## src/include/rename_defines.svh

```systemverilog
/*
  size constants for the rename subsystem
  physical, architectural and reorder buffer counts
*/

`ifndef RENAME_DEFINES_SVH
`define RENAME_DEFINES_SVH

// physical register file depth
`define NUM_PR 64

// architectural registers, identity mapped at reset
`define NUM_ARCH 32

// in-flight instruction limit
`define NUM_ROB 8

`endif
```

## src/verilog/rename_pkg.sv

```systemverilog
/*
  shared types for the rename subsystem
  tag and index vectors, dispatch controller states
*/

`include "rename_defines.svh"

package rename_pkg;

  // physical register tag
  typedef logic [$clog2(`NUM_PR)-1:0] physReg_t;

  // architectural register number
  typedef logic [$clog2(`NUM_ARCH)-1:0] archReg_t;

  // reorder buffer slot
  typedef logic [$clog2(`NUM_ROB)-1:0] robIdx_t;

  // four-phase dispatch handshake states
  typedef enum logic [1:0] {IDLE, GRANT, ACK, DROP} dispatchState_t;

endpackage

```

## src/verilog/renameCore.sv

```systemverilog
/*
  rename and retire top level
  dispatch controller, map table, free list, reorder buffer
*/

`timescale 1ns/1ps

`include "rename_defines.svh"

module renameCore
  import rename_pkg::*;
(
  input  logic     clock,
  input  logic     reset,
  input  logic     dispatchReq,
  input  archReg_t dispatchDest,
  output logic     dispatchAck,
  output physReg_t newPhys,
  output physReg_t oldPhys,
  output robIdx_t  robIndex,
  input  logic     retire,
  output logic     retireValid,
  output physReg_t freedPhys
);

  logic     allocate;
  logic     robFull;
  robIdx_t  tailIndex;
  // T from the free list head, T_old from the map table
  physReg_t headPhys;
  physReg_t mappedPhys;

  dispatchControl control (
    .clock       (clock),
    .reset       (reset),
    .dispatchReq (dispatchReq),
    .robFull     (robFull),
    .allocate    (allocate),
    .grantNew    (headPhys),
    .grantOld    (mappedPhys),
    .grantIndex  (tailIndex),
    .dispatchAck (dispatchAck),
    .newPhys     (newPhys),
    .oldPhys     (oldPhys),
    .robIndex    (robIndex)
  );

  // read old mapping and write the new tag in the same allocate cycle
  mapTable map (
    .clock       (clock),
    .reset       (reset),
    .readArch    (dispatchDest),
    .readPhys    (mappedPhys),
    .writeEnable (allocate),
    .writeArch   (dispatchDest),
    .writePhys   (headPhys)
  );

  // retired T_old goes straight back in
  freeList free (
    .clock    (clock),
    .reset    (reset),
    .pop      (allocate),
    .headPhys (headPhys),
    .push     (retireValid),
    .pushPhys (freedPhys)
  );

  reorderBuffer rob (
    .clock        (clock),
    .reset        (reset),
    .allocate     (allocate),
    .allocT       (headPhys),
    .allocTOld    (mappedPhys),
    .tailIndex    (tailIndex),
    .full         (robFull),
    .retire       (retire),
    .releaseValid (retireValid),
    .releasePhys  (freedPhys)
  );

endmodule

```

## src/verilog/dispatchControl.sv

```systemverilog
/*
  four-phase dispatch handshake controller
  one-cycle allocate pulse, results held while ack is high
*/

`timescale 1ns/1ps

`include "rename_defines.svh"

module dispatchControl
  import rename_pkg::*;
(
  input  logic     clock,
  input  logic     reset,
  input  logic     dispatchReq,
  input  logic     robFull,
  output logic     allocate,
  input  physReg_t grantNew,
  input  physReg_t grantOld,
  input  robIdx_t  grantIndex,
  output logic     dispatchAck,
  output physReg_t newPhys,
  output physReg_t oldPhys,
  output robIdx_t  robIndex
);

  dispatchState_t state;
  dispatchState_t nextState;

  always_comb begin
    nextState = state;
    case (state)
      // wait for request and a free rob slot, no limit on the wait
      IDLE: begin
        if (dispatchReq && !robFull) begin
          nextState = GRANT;
        end
      end
      // allocate cycle, results captured at the edge
      GRANT: nextState = ACK;
      // ack high until the requester lets go
      ACK: begin
        if (!dispatchReq) begin
          nextState = DROP;
        end
      end
      // ack back low, return to zero done
      DROP: nextState = IDLE;
      default: nextState = IDLE;
    endcase
  end

  always_ff @(posedge clock) begin
    if (reset) begin
      state <= IDLE;
    end else begin
      state <= nextState;
    end
  end

  assign allocate    = (state == GRANT);
  assign dispatchAck = (state == ACK);

  // holding registers, valid while ack is high
  always_ff @(posedge clock) begin
    if (state == GRANT) begin
      newPhys  <= grantNew;
      oldPhys  <= grantOld;
      robIndex <= grantIndex;
    end
  end

  // one rob entry per handshake
  singleAlloc: assert property (
    @(posedge clock) disable iff (reset)
    allocate |=> !allocate
  ) else $error("allocate held longer than one cycle");

endmodule

```

## src/verilog/reorderBuffer.sv

```systemverilog
/*
  circular queue of in-flight instructions
  each entry keeps the new tag T and the replaced tag T_old
  retirement hands T_old back to the free list
*/

`timescale 1ns/1ps

`include "rename_defines.svh"

module reorderBuffer
  import rename_pkg::*;
(
  input  logic     clock,
  input  logic     reset,
  input  logic     allocate,
  input  physReg_t allocT,
  input  physReg_t allocTOld,
  output robIdx_t  tailIndex,
  output logic     full,
  input  logic     retire,
  output logic     releaseValid,
  output physReg_t releasePhys
);

  // per-entry state
  logic     entryValid [`NUM_ROB];
  physReg_t entryT     [`NUM_ROB];
  physReg_t entryTOld  [`NUM_ROB];

  // head marks the oldest instruction and tail the next free slot
  robIdx_t headPtr;
  robIdx_t tailPtr;

  logic empty;
  logic writeTail;
  logic moveHead;

  // tail slot still occupied means the queue wrapped onto the head
  assign full      = entryValid[tailPtr];
  assign empty     = !entryValid[headPtr];
  assign tailIndex = tailPtr;

  // both use the state at the start of the cycle
  assign writeTail = allocate && !full;
  assign moveHead  = retire && !empty;

  always_ff @(posedge clock) begin
    if (reset) begin
      headPtr      <= '0;
      tailPtr      <= '0;
      releaseValid <= 1'b0;
      for (int i = 0; i < `NUM_ROB; i++) begin
        entryValid[i] <= 1'b0;
      end
    end else begin
      releaseValid <= moveHead;
      // retire frees the head slot
      if (moveHead) begin
        entryValid[headPtr] <= 1'b0;
        headPtr             <= headPtr + 1'b1;
      end
      // head and tail differ whenever both fire
      if (writeTail) begin
        entryValid[tailPtr] <= 1'b1;
        tailPtr             <= tailPtr + 1'b1;
      end
    end
  end

  // T and T_old written at the tail, T_old read out at the head
  always_ff @(posedge clock) begin
    if (writeTail) begin
      entryT[tailPtr]    <= allocT;
      entryTOld[tailPtr] <= allocTOld;
    end
    if (moveHead) begin
      releasePhys <= entryTOld[headPtr];
    end
  end

  // controller holds off while full
  noAllocFull: assert property (
    @(posedge clock) disable iff (reset)
    allocate |-> !full
  ) else $error("allocate while reorder buffer full");

  // a retiring instruction must not free the tag it still owns
  distinctRetire: assert property (
    @(posedge clock) disable iff (reset)
    moveHead |-> (entryT[headPtr] != entryTOld[headPtr])
  ) else $error("retiring entry %0d frees its own tag", headPtr);

endmodule

```

## src/verilog/freeList.sv

```systemverilog
/*
  FIFO of unused physical registers
  pop on dispatch, push of freed tags on retirement
*/

`timescale 1ns/1ps

`include "rename_defines.svh"

module freeList
  import rename_pkg::*;
(
  input  logic     clock,
  input  logic     reset,
  input  logic     pop,
  output physReg_t headPhys,
  input  logic     push,
  input  physReg_t pushPhys
);

  // one slot per physical register, so it can never overflow in use
  physReg_t slots [`NUM_PR];

  // pointers wrap naturally at NUM_PR
  physReg_t headPtr;
  physReg_t tailPtr;

  // 0 to NUM_PR inclusive
  logic [$clog2(`NUM_PR):0] count;

  // head visible before the pop edge
  assign headPhys = slots[headPtr];

  always_ff @(posedge clock) begin
    if (reset) begin
      // registers above the arch range start out free, in order
      for (int i = 0; i < `NUM_PR - `NUM_ARCH; i++) begin
        slots[i] <= physReg_t'(i + `NUM_ARCH);
      end
      headPtr <= '0;
      tailPtr <= physReg_t'(`NUM_PR - `NUM_ARCH);
      count   <= ($clog2(`NUM_PR) + 1)'(`NUM_PR - `NUM_ARCH);
    end else begin
      if (pop) begin
        headPtr <= headPtr + 1'b1;
      end
      // pushed tag lands at the tail, behind the popped head
      if (push) begin
        slots[tailPtr] <= pushPhys;
        tailPtr        <= tailPtr + 1'b1;
      end
      // net occupancy change
      if (push && !pop) begin
        count <= count + 1'b1;
      end else if (pop && !push) begin
        count <= count - 1'b1;
      end
    end
  end

  // rob depth keeps at least NUM_PR - NUM_ARCH - NUM_ROB tags free
  noUnderflow: assert property (
    @(posedge clock) disable iff (reset)
    pop |-> (count != '0)
  ) else $error("free list popped while empty");

  // only tags handed out earlier come back
  noOverflow: assert property (
    @(posedge clock) disable iff (reset)
    push |-> (count != ($clog2(`NUM_PR) + 1)'(`NUM_PR))
  ) else $error("free list pushed while full");

endmodule

```

## src/verilog/mapTable.sv

```systemverilog
/*
  architectural to physical register map
  combinational read port, clocked write port
*/

`timescale 1ns/1ps

`include "rename_defines.svh"

module mapTable
  import rename_pkg::*;
(
  input  logic     clock,
  input  logic     reset,
  input  archReg_t readArch,
  output physReg_t readPhys,
  input  logic     writeEnable,
  input  archReg_t writeArch,
  input  physReg_t writePhys
);

  // one tag per architectural register
  physReg_t mapping [`NUM_ARCH];

  // old mapping must be visible in the allocate cycle
  assign readPhys = mapping[readArch];

  always_ff @(posedge clock) begin
    if (reset) begin
      // arch i starts out in phys i
      for (int i = 0; i < `NUM_ARCH; i++) begin
        mapping[i] <= physReg_t'(i);
      end
    end else if (writeEnable) begin
      mapping[writeArch] <= writePhys;
    end
  end

  // new tag comes from the free list, so it cannot be the live one
  // a match means the free list handed out a mapped register
  freshTag: assert property (
    @(posedge clock) disable iff (reset)
    writeEnable |-> (writePhys != mapping[writeArch])
  ) else $error("map table rewrote entry %0d with its own tag %0d", writeArch, writePhys);

endmodule

```

## config.mk

```make
export PLATFORM = sky130hd
export DESIGN_NAME = renameCore
export DESIGN_NICKNAME = d
export VERILOG_FILES = /design/src/verilog/rename_pkg.sv /design/src/verilog/renameCore.sv /design/src/verilog/dispatchControl.sv /design/src/verilog/reorderBuffer.sv /design/src/verilog/freeList.sv /design/src/verilog/mapTable.sv
export VERILOG_INCLUDE_DIRS = /design/src /design/src/include
export SDC_FILE = /design/constraint.sdc
export NUM_CORES = 1
export LEC_CHECK = 0
export BUFFER_PORTS_ARGS = -buffer_cell sky130_fd_sc_hd__buf_2
export CORE_MARGIN = 2
export CORE_UTILIZATION = 56
export DETAILED_ROUTE_END_ITERATION = 12
export GPL_TIMING_DRIVEN = 1
export HOLD_SLACK_MARGIN = 0.02
export PLACE_DENSITY = 0.79
export REMOVE_ABC_BUFFERS = 1
export SETUP_SLACK_MARGIN = 0.1
export SLEW_MARGIN = 15
export SYNTH_ARGS = -nofsm -noshare
export SYNTH_HDL_FRONTEND = slang
export SYNTH_SLANG_ARGS = --single-unit
```

## constraint.sdc

```tcl
create_clock -name clock -period 6.82 [get_ports clock]
set_clock_uncertainty 0.2 [all_clocks]
set_input_delay 1.364 -clock clock [delete_from_list [all_inputs] [get_ports clock]]
set_output_delay 1.364 -clock clock [all_outputs]
set_load 0.1 [all_outputs]
```

* Word level (Yosys, flattened, before mapping)
Memory sizes are Yosys's and may differ from the RTL's. A register that Yosys moved wholly into a read port is not among the register bits. Cells that the tools add are included.
Storage, ports and cells: memories kept 4, flip-flop bits (word level) 36, bits in writable memories 632, word-level logic and storage cells 68
Operators by class: add/sub/neg operators 4, equality and inequality tests 5, reductions and logical operators 10, multiplexer cells 36
Memory list:
- free.slots | depth 64, width 6, read ports 1, clocked after memory_dff 1, wr ports 32, line freeList.sv:22 | physReg_t slots [`NUM_PR];
- map.mapping | depth 32, width 6, read ports 1, clocked after memory_dff 0, wr ports 32, line mapTable.sv:23 | physReg_t mapping [`NUM_ARCH];
- rob.entryTOld | depth 8, width 6, read ports 1, clocked after memory_dff 1, wr ports 1, line reorderBuffer.sv:29 | physReg_t entryTOld [`NUM_ROB];
- rob.entryValid | depth 8, width 1, read ports 2, clocked after memory_dff 2, wr ports 8, line reorderBuffer.sv:27 | logic entryValid [`NUM_ROB];
Operator list (count):
- $mux 6 | 5
- $mux 1 | 21
- $mux 3 | 6
- $add 6x1->6 const B | 2
- $reduce_or 6->1 | 2
- $pmux 2 s4 | 1
- $add 3x1->3 const B | 2
- $mux 5 | 1
- $eq 2x2->1 const B | 2
- $mux 2 | 2
- $logic_and 1x1->1 | 3
- $eq 2x1->1 const B | 1
- $logic_not 2->1 | 1
- $ne 2x1->1 const B | 1
- $ne 2x2->1 const B | 1
- $reduce_and 2->1 | 1
- $reduce_or 1->1 | 2
- $logic_not 1->1 | 1

* Depth between registers and ports, before layout
depth in word-level cells 7, gate-level depth with buffers 11

* By module
From an unflattened synthesis, not the netlist that was laid out.
Second synthesis, totals: cells, all modules 1868, area total of the unflattened synthesis 29866.1 um^2
Modules (own cells, without submodules):
- freeList | cells an instance 1042, area each 17141.4 um^2, times used 1, sequential area each 11891.4 um^2
- mapTable | cells an instance 580, area each 9036.2 um^2, times used 1, sequential area each 5765.5 um^2
- reorderBuffer | cells an instance 216, area each 3088.0 um^2, times used 1, sequential area each 2042.0 um^2
- dispatchControl | cells an instance 30, area each 600.6 um^2, times used 1, sequential area each 490.5 um^2

* Worst setup path after synthesis
No wires, ideal clock.
path type in2reg, start input port dispatchDest[0], end register control.oldPhys[4], data pin, slack 3.270 ns, library setup time 0.326 ns, stages 5, buffers on the path 2, arrival 3.024 ns, data required time 6.294 ns, cell sequence buf_2 buf_1 mux4_2 a22oi_1 nand4_1
On the way: cells in the longest elaborated chain, start to end 1
Ends and longest elaborated chain:
- from (decl) | line renameCore.sv:16 | input archReg_t dispatchDest,
- $mem_v2 32x6
- net control.grantOld[4] | line dispatchControl.sv:19 | input physReg_t grantOld,
- to (signal assigned) | line dispatchControl.sv:68 | oldPhys <= grantOld;
- to (decl) | line dispatchControl.sv:23 | output physReg_t oldPhys,
The timed path passes the listed nets, and every way through them passes these cells. A chain may end at the register's enable or synchronous reset.

==> results.md <==
- Final Hold Vio Count: 0
- GP Congestion: 0.895
- Vias in the first global route: 17,600
- Max Fclk: approximately 230 MHz
- Port-buffer cells: 31
- Critical path buffers and inverters: 2
- RSZ-0062 raised after global routing: no
- Synth area leader: edfxtp_1
- Ant. Diodes: 0
- Max clock buf depth: 3
- Nets@finish: roughly 2,000
- Most frequent cell after synthesis: edfxtp_1
- Row count: 83
- Total CTS buffers: 69
- Gr ovfl total: 0
- Final wirelength: 71.4 mm
- Core Util, Final: 0.625
- Clock transition at path regs: 0.07 ns
- Mapped Area: a little under 30,000 sq um
- DRT iter0 DRCs: around 2,400
- Max Slew Vio Count: 0
- Worst slew pin tran: between 1 and 1.5 ns
- Seq cells post-synth: 686
- Max H-tree Level: 3
- DRC Markers: 0
- Leakage: between 9 and 10 nW
- Area share of the largest cell type after synthesis: 0.660
- CP Class: flip-flop to flip-flop
- Setup TNS: 0 ns
- Synth Instances: between 1,500 and 2,000
- Final Cell Area: 32,200 sq um
- WP data arrival: 4.39 ns
- Maximum vdd ir drop: about 0.21 mV
- Critical Path RT: about 6.9 ns
- Post-synth EDFFs: roughly 650
- Ys async rst share: 0
- WL/cell: 26.7 um
- Die width: ~230 um
- Final setup vio count: 0
- Core area: approximately 52,000 sq um
- Die Y: about 230 um
- Worst hold path startpoint: free.headPtr[5]
- MaxCap Viol Count: 0
- Final Critical Period: about 4.3 ns
- Final ANT Viol Nets: 0
- Cell Chain, Critical Path: buf_4 > mux4_2 > a22o_1 > nor3_1 > nor4_2 > a31oi_4 > buf_4 > nand3_1
- Nature of the critical path endpoint: flip-flop
- GRT Total Usage: 0.271
- Power density over cell area: 321 nW/um^2
- First drt pass iteration count: 6
- Avg Inst Size Synth: around 15 sq um
- CP max stage cell: dfxtp_4
- Status: complete, no violations
- Final std cells w/o fill: around 2,700
- CP Launch Type: flip-flop
- Hold WC Path Type: flip-flop to flip-flop
- Global-route wire length before repair: 109 mm
- Root buffer cell: clkbuf_16
- Initial Util: 0.569
- Inst Count DP: approximately 2,500
- HPWL after DPL: between 40 and 50 mm
- Synthesis-to-layout area growth: 9.75%
- # fillers: between 3,000 and 4,000
- Clk_lat worst skew: a little over 0.6 ns
- Crit share post-route: 0.626
- Max Fanout on Critical Path: 58
- Top-level I/O count: 32
- Rel. slew slack: 0.132
- Synth cell count leaders: 645 x edfxtp_1, 237 x nor2_1, 217 x nand2_1, 129 x mux4_2, 100 x clkbuf_1
- Yosys cell types: 59
- Yosys Warn Count: 0
- CP delay by family, top: buffers and inverters
- Post-CTS Hold Buffers: 0
- Final hold slack: around 0.30 ns
- Max incr delay on CP: approximately 1 ns
- Synth Flop Type: edfxtp_1
- Seq/Total Area, Yosys: 0.688
- Via/cell ratio: 6.60
- Sink Count: 686
- Post-CTS Setup Repair Bufs: 0
- Via count: around 18,000
- Antenna violations before repair: 0
- Resize count post-CTS: 0
- Die area: about 54,000 sq um
- Largest net degree at the start of global routing: between 60 and 70
- Share of layout cells above drive strength 1: 0.171
- Placed instance area: between 20,000 and 30,000 sq um
- CTS tree: built
- Area contributors post-synth: edfxtp_1 66%, mux4_2 9.9%, nor2_1 3.0%
- Worst path most repeated cell: buf_4
[sequential cells by signal, indices dropped and copies added (netlist names), named ones only]
signal / flops
map.mapping: 192
control.robIndex: 3
rob.entryTOld: 48
rob.headPtr: 3
free.headPtr: 6
free.tailPtr: 6
free.slots: 384
control.state: 2
control.oldPhys: 6
rob.tailIndex: 3
rob.releaseValid: 1
rob.entryValid: 8
control.newPhys: 6
rob.releasePhys: 6
[cell type report]
type | count | area, sq um | area share
clock buffer | 84 | 1880 | 0.0583
sequential | 686 | 20200 | 0.627
multi-input combinational | 1088 | 8310 | 0.258
timing repair buffer | 68 | 435 | 0.0135
inverter | 25 | 93.8 | 0.00291
tap | 680 | 851 | 0.0264
clock inverter | 41 | 428 | 0.0133
[cell families (layout without fill, tap and decap cells)]
family	count (synthesis)	in the layout	share of synthesized area
compound gates	149	149	0.0371
buf+inv	187	218	0.0295
fa+ha+maj	8	8	0.00341
flops	686	686	0.688
xor+xnor	12	12	0.00358
simple gates	712	712	0.110
mux	207	207	0.128
[routing by layer]
| metal | share of wire | up-vias | GRT usage |
|---|---|---|---|
| met2 | 0.49 | 1159 | 0.445 |
| met3 | 0.11 | 229 | 0.0548 |
| li1 | - | 7388 | - |
| met1 | 0.35 | 8869 | 0.352 |
| met4 | 0.048 | 0 | 0.122 |
| met5 | 0 | - | 0 |
[metrics by stage]
stage          power, mW  worst slack (ns)
6_report            10.3              2.55
5_1_grt             10.6              2.49
4_1_cts             10.3              2.65
3_5_place_dp        6.51              2.42
3_3_place_gp        6.47              2.57
2_1_floorplan       5.97              1.28
[cell usage in the layout (no fill, tap or decap), types with 25 or more instances in the layout]
cell type,Yosys,routed
buf_4,12,38
or3_1,68,68
mux2i_1,63,63
a22oi_1,31,31
mux4_2,129,129
o21ai_0,40,40
edfxtp_1,645,645
dfxtp_1,41,38
clkbuf_16,0,73
nor2_1,237,237
buf_2,29,30
nand3_1,39,39
nand2_1,217,217
nor3_1,63,62
and2_1,25,25
[power by group]
group / internal [mW] / switching [mW] / leakage, nW
Clock: 2.27 / 1.62 / 1.13
Combinational: 0.402 / 1.11 / 2.54
Sequential: 4.80 / 0.137 / 5.97
[final timing paths]
kind	end	slack, ns	depth (start not counted)
max	map.mapping[3][1]	2.55	8
min	flip-flop	0.30	2
max reg2reg	map.mapping[3][1]	2.55	8
min reg2reg	flip-flop	0.30	2
[worst register-to-register path: stages, from the launching register on]
cell     delay (ns)
dfxtp_4        1.01
buf_4          0.78
mux4_2         0.50
a22o_1         0.24
nor3_1         0.33
nor4_2         0.11
a31oi_4        0.16
buf_4          0.48
nand3_1        0.18
(Power assumes the default switching activity.)
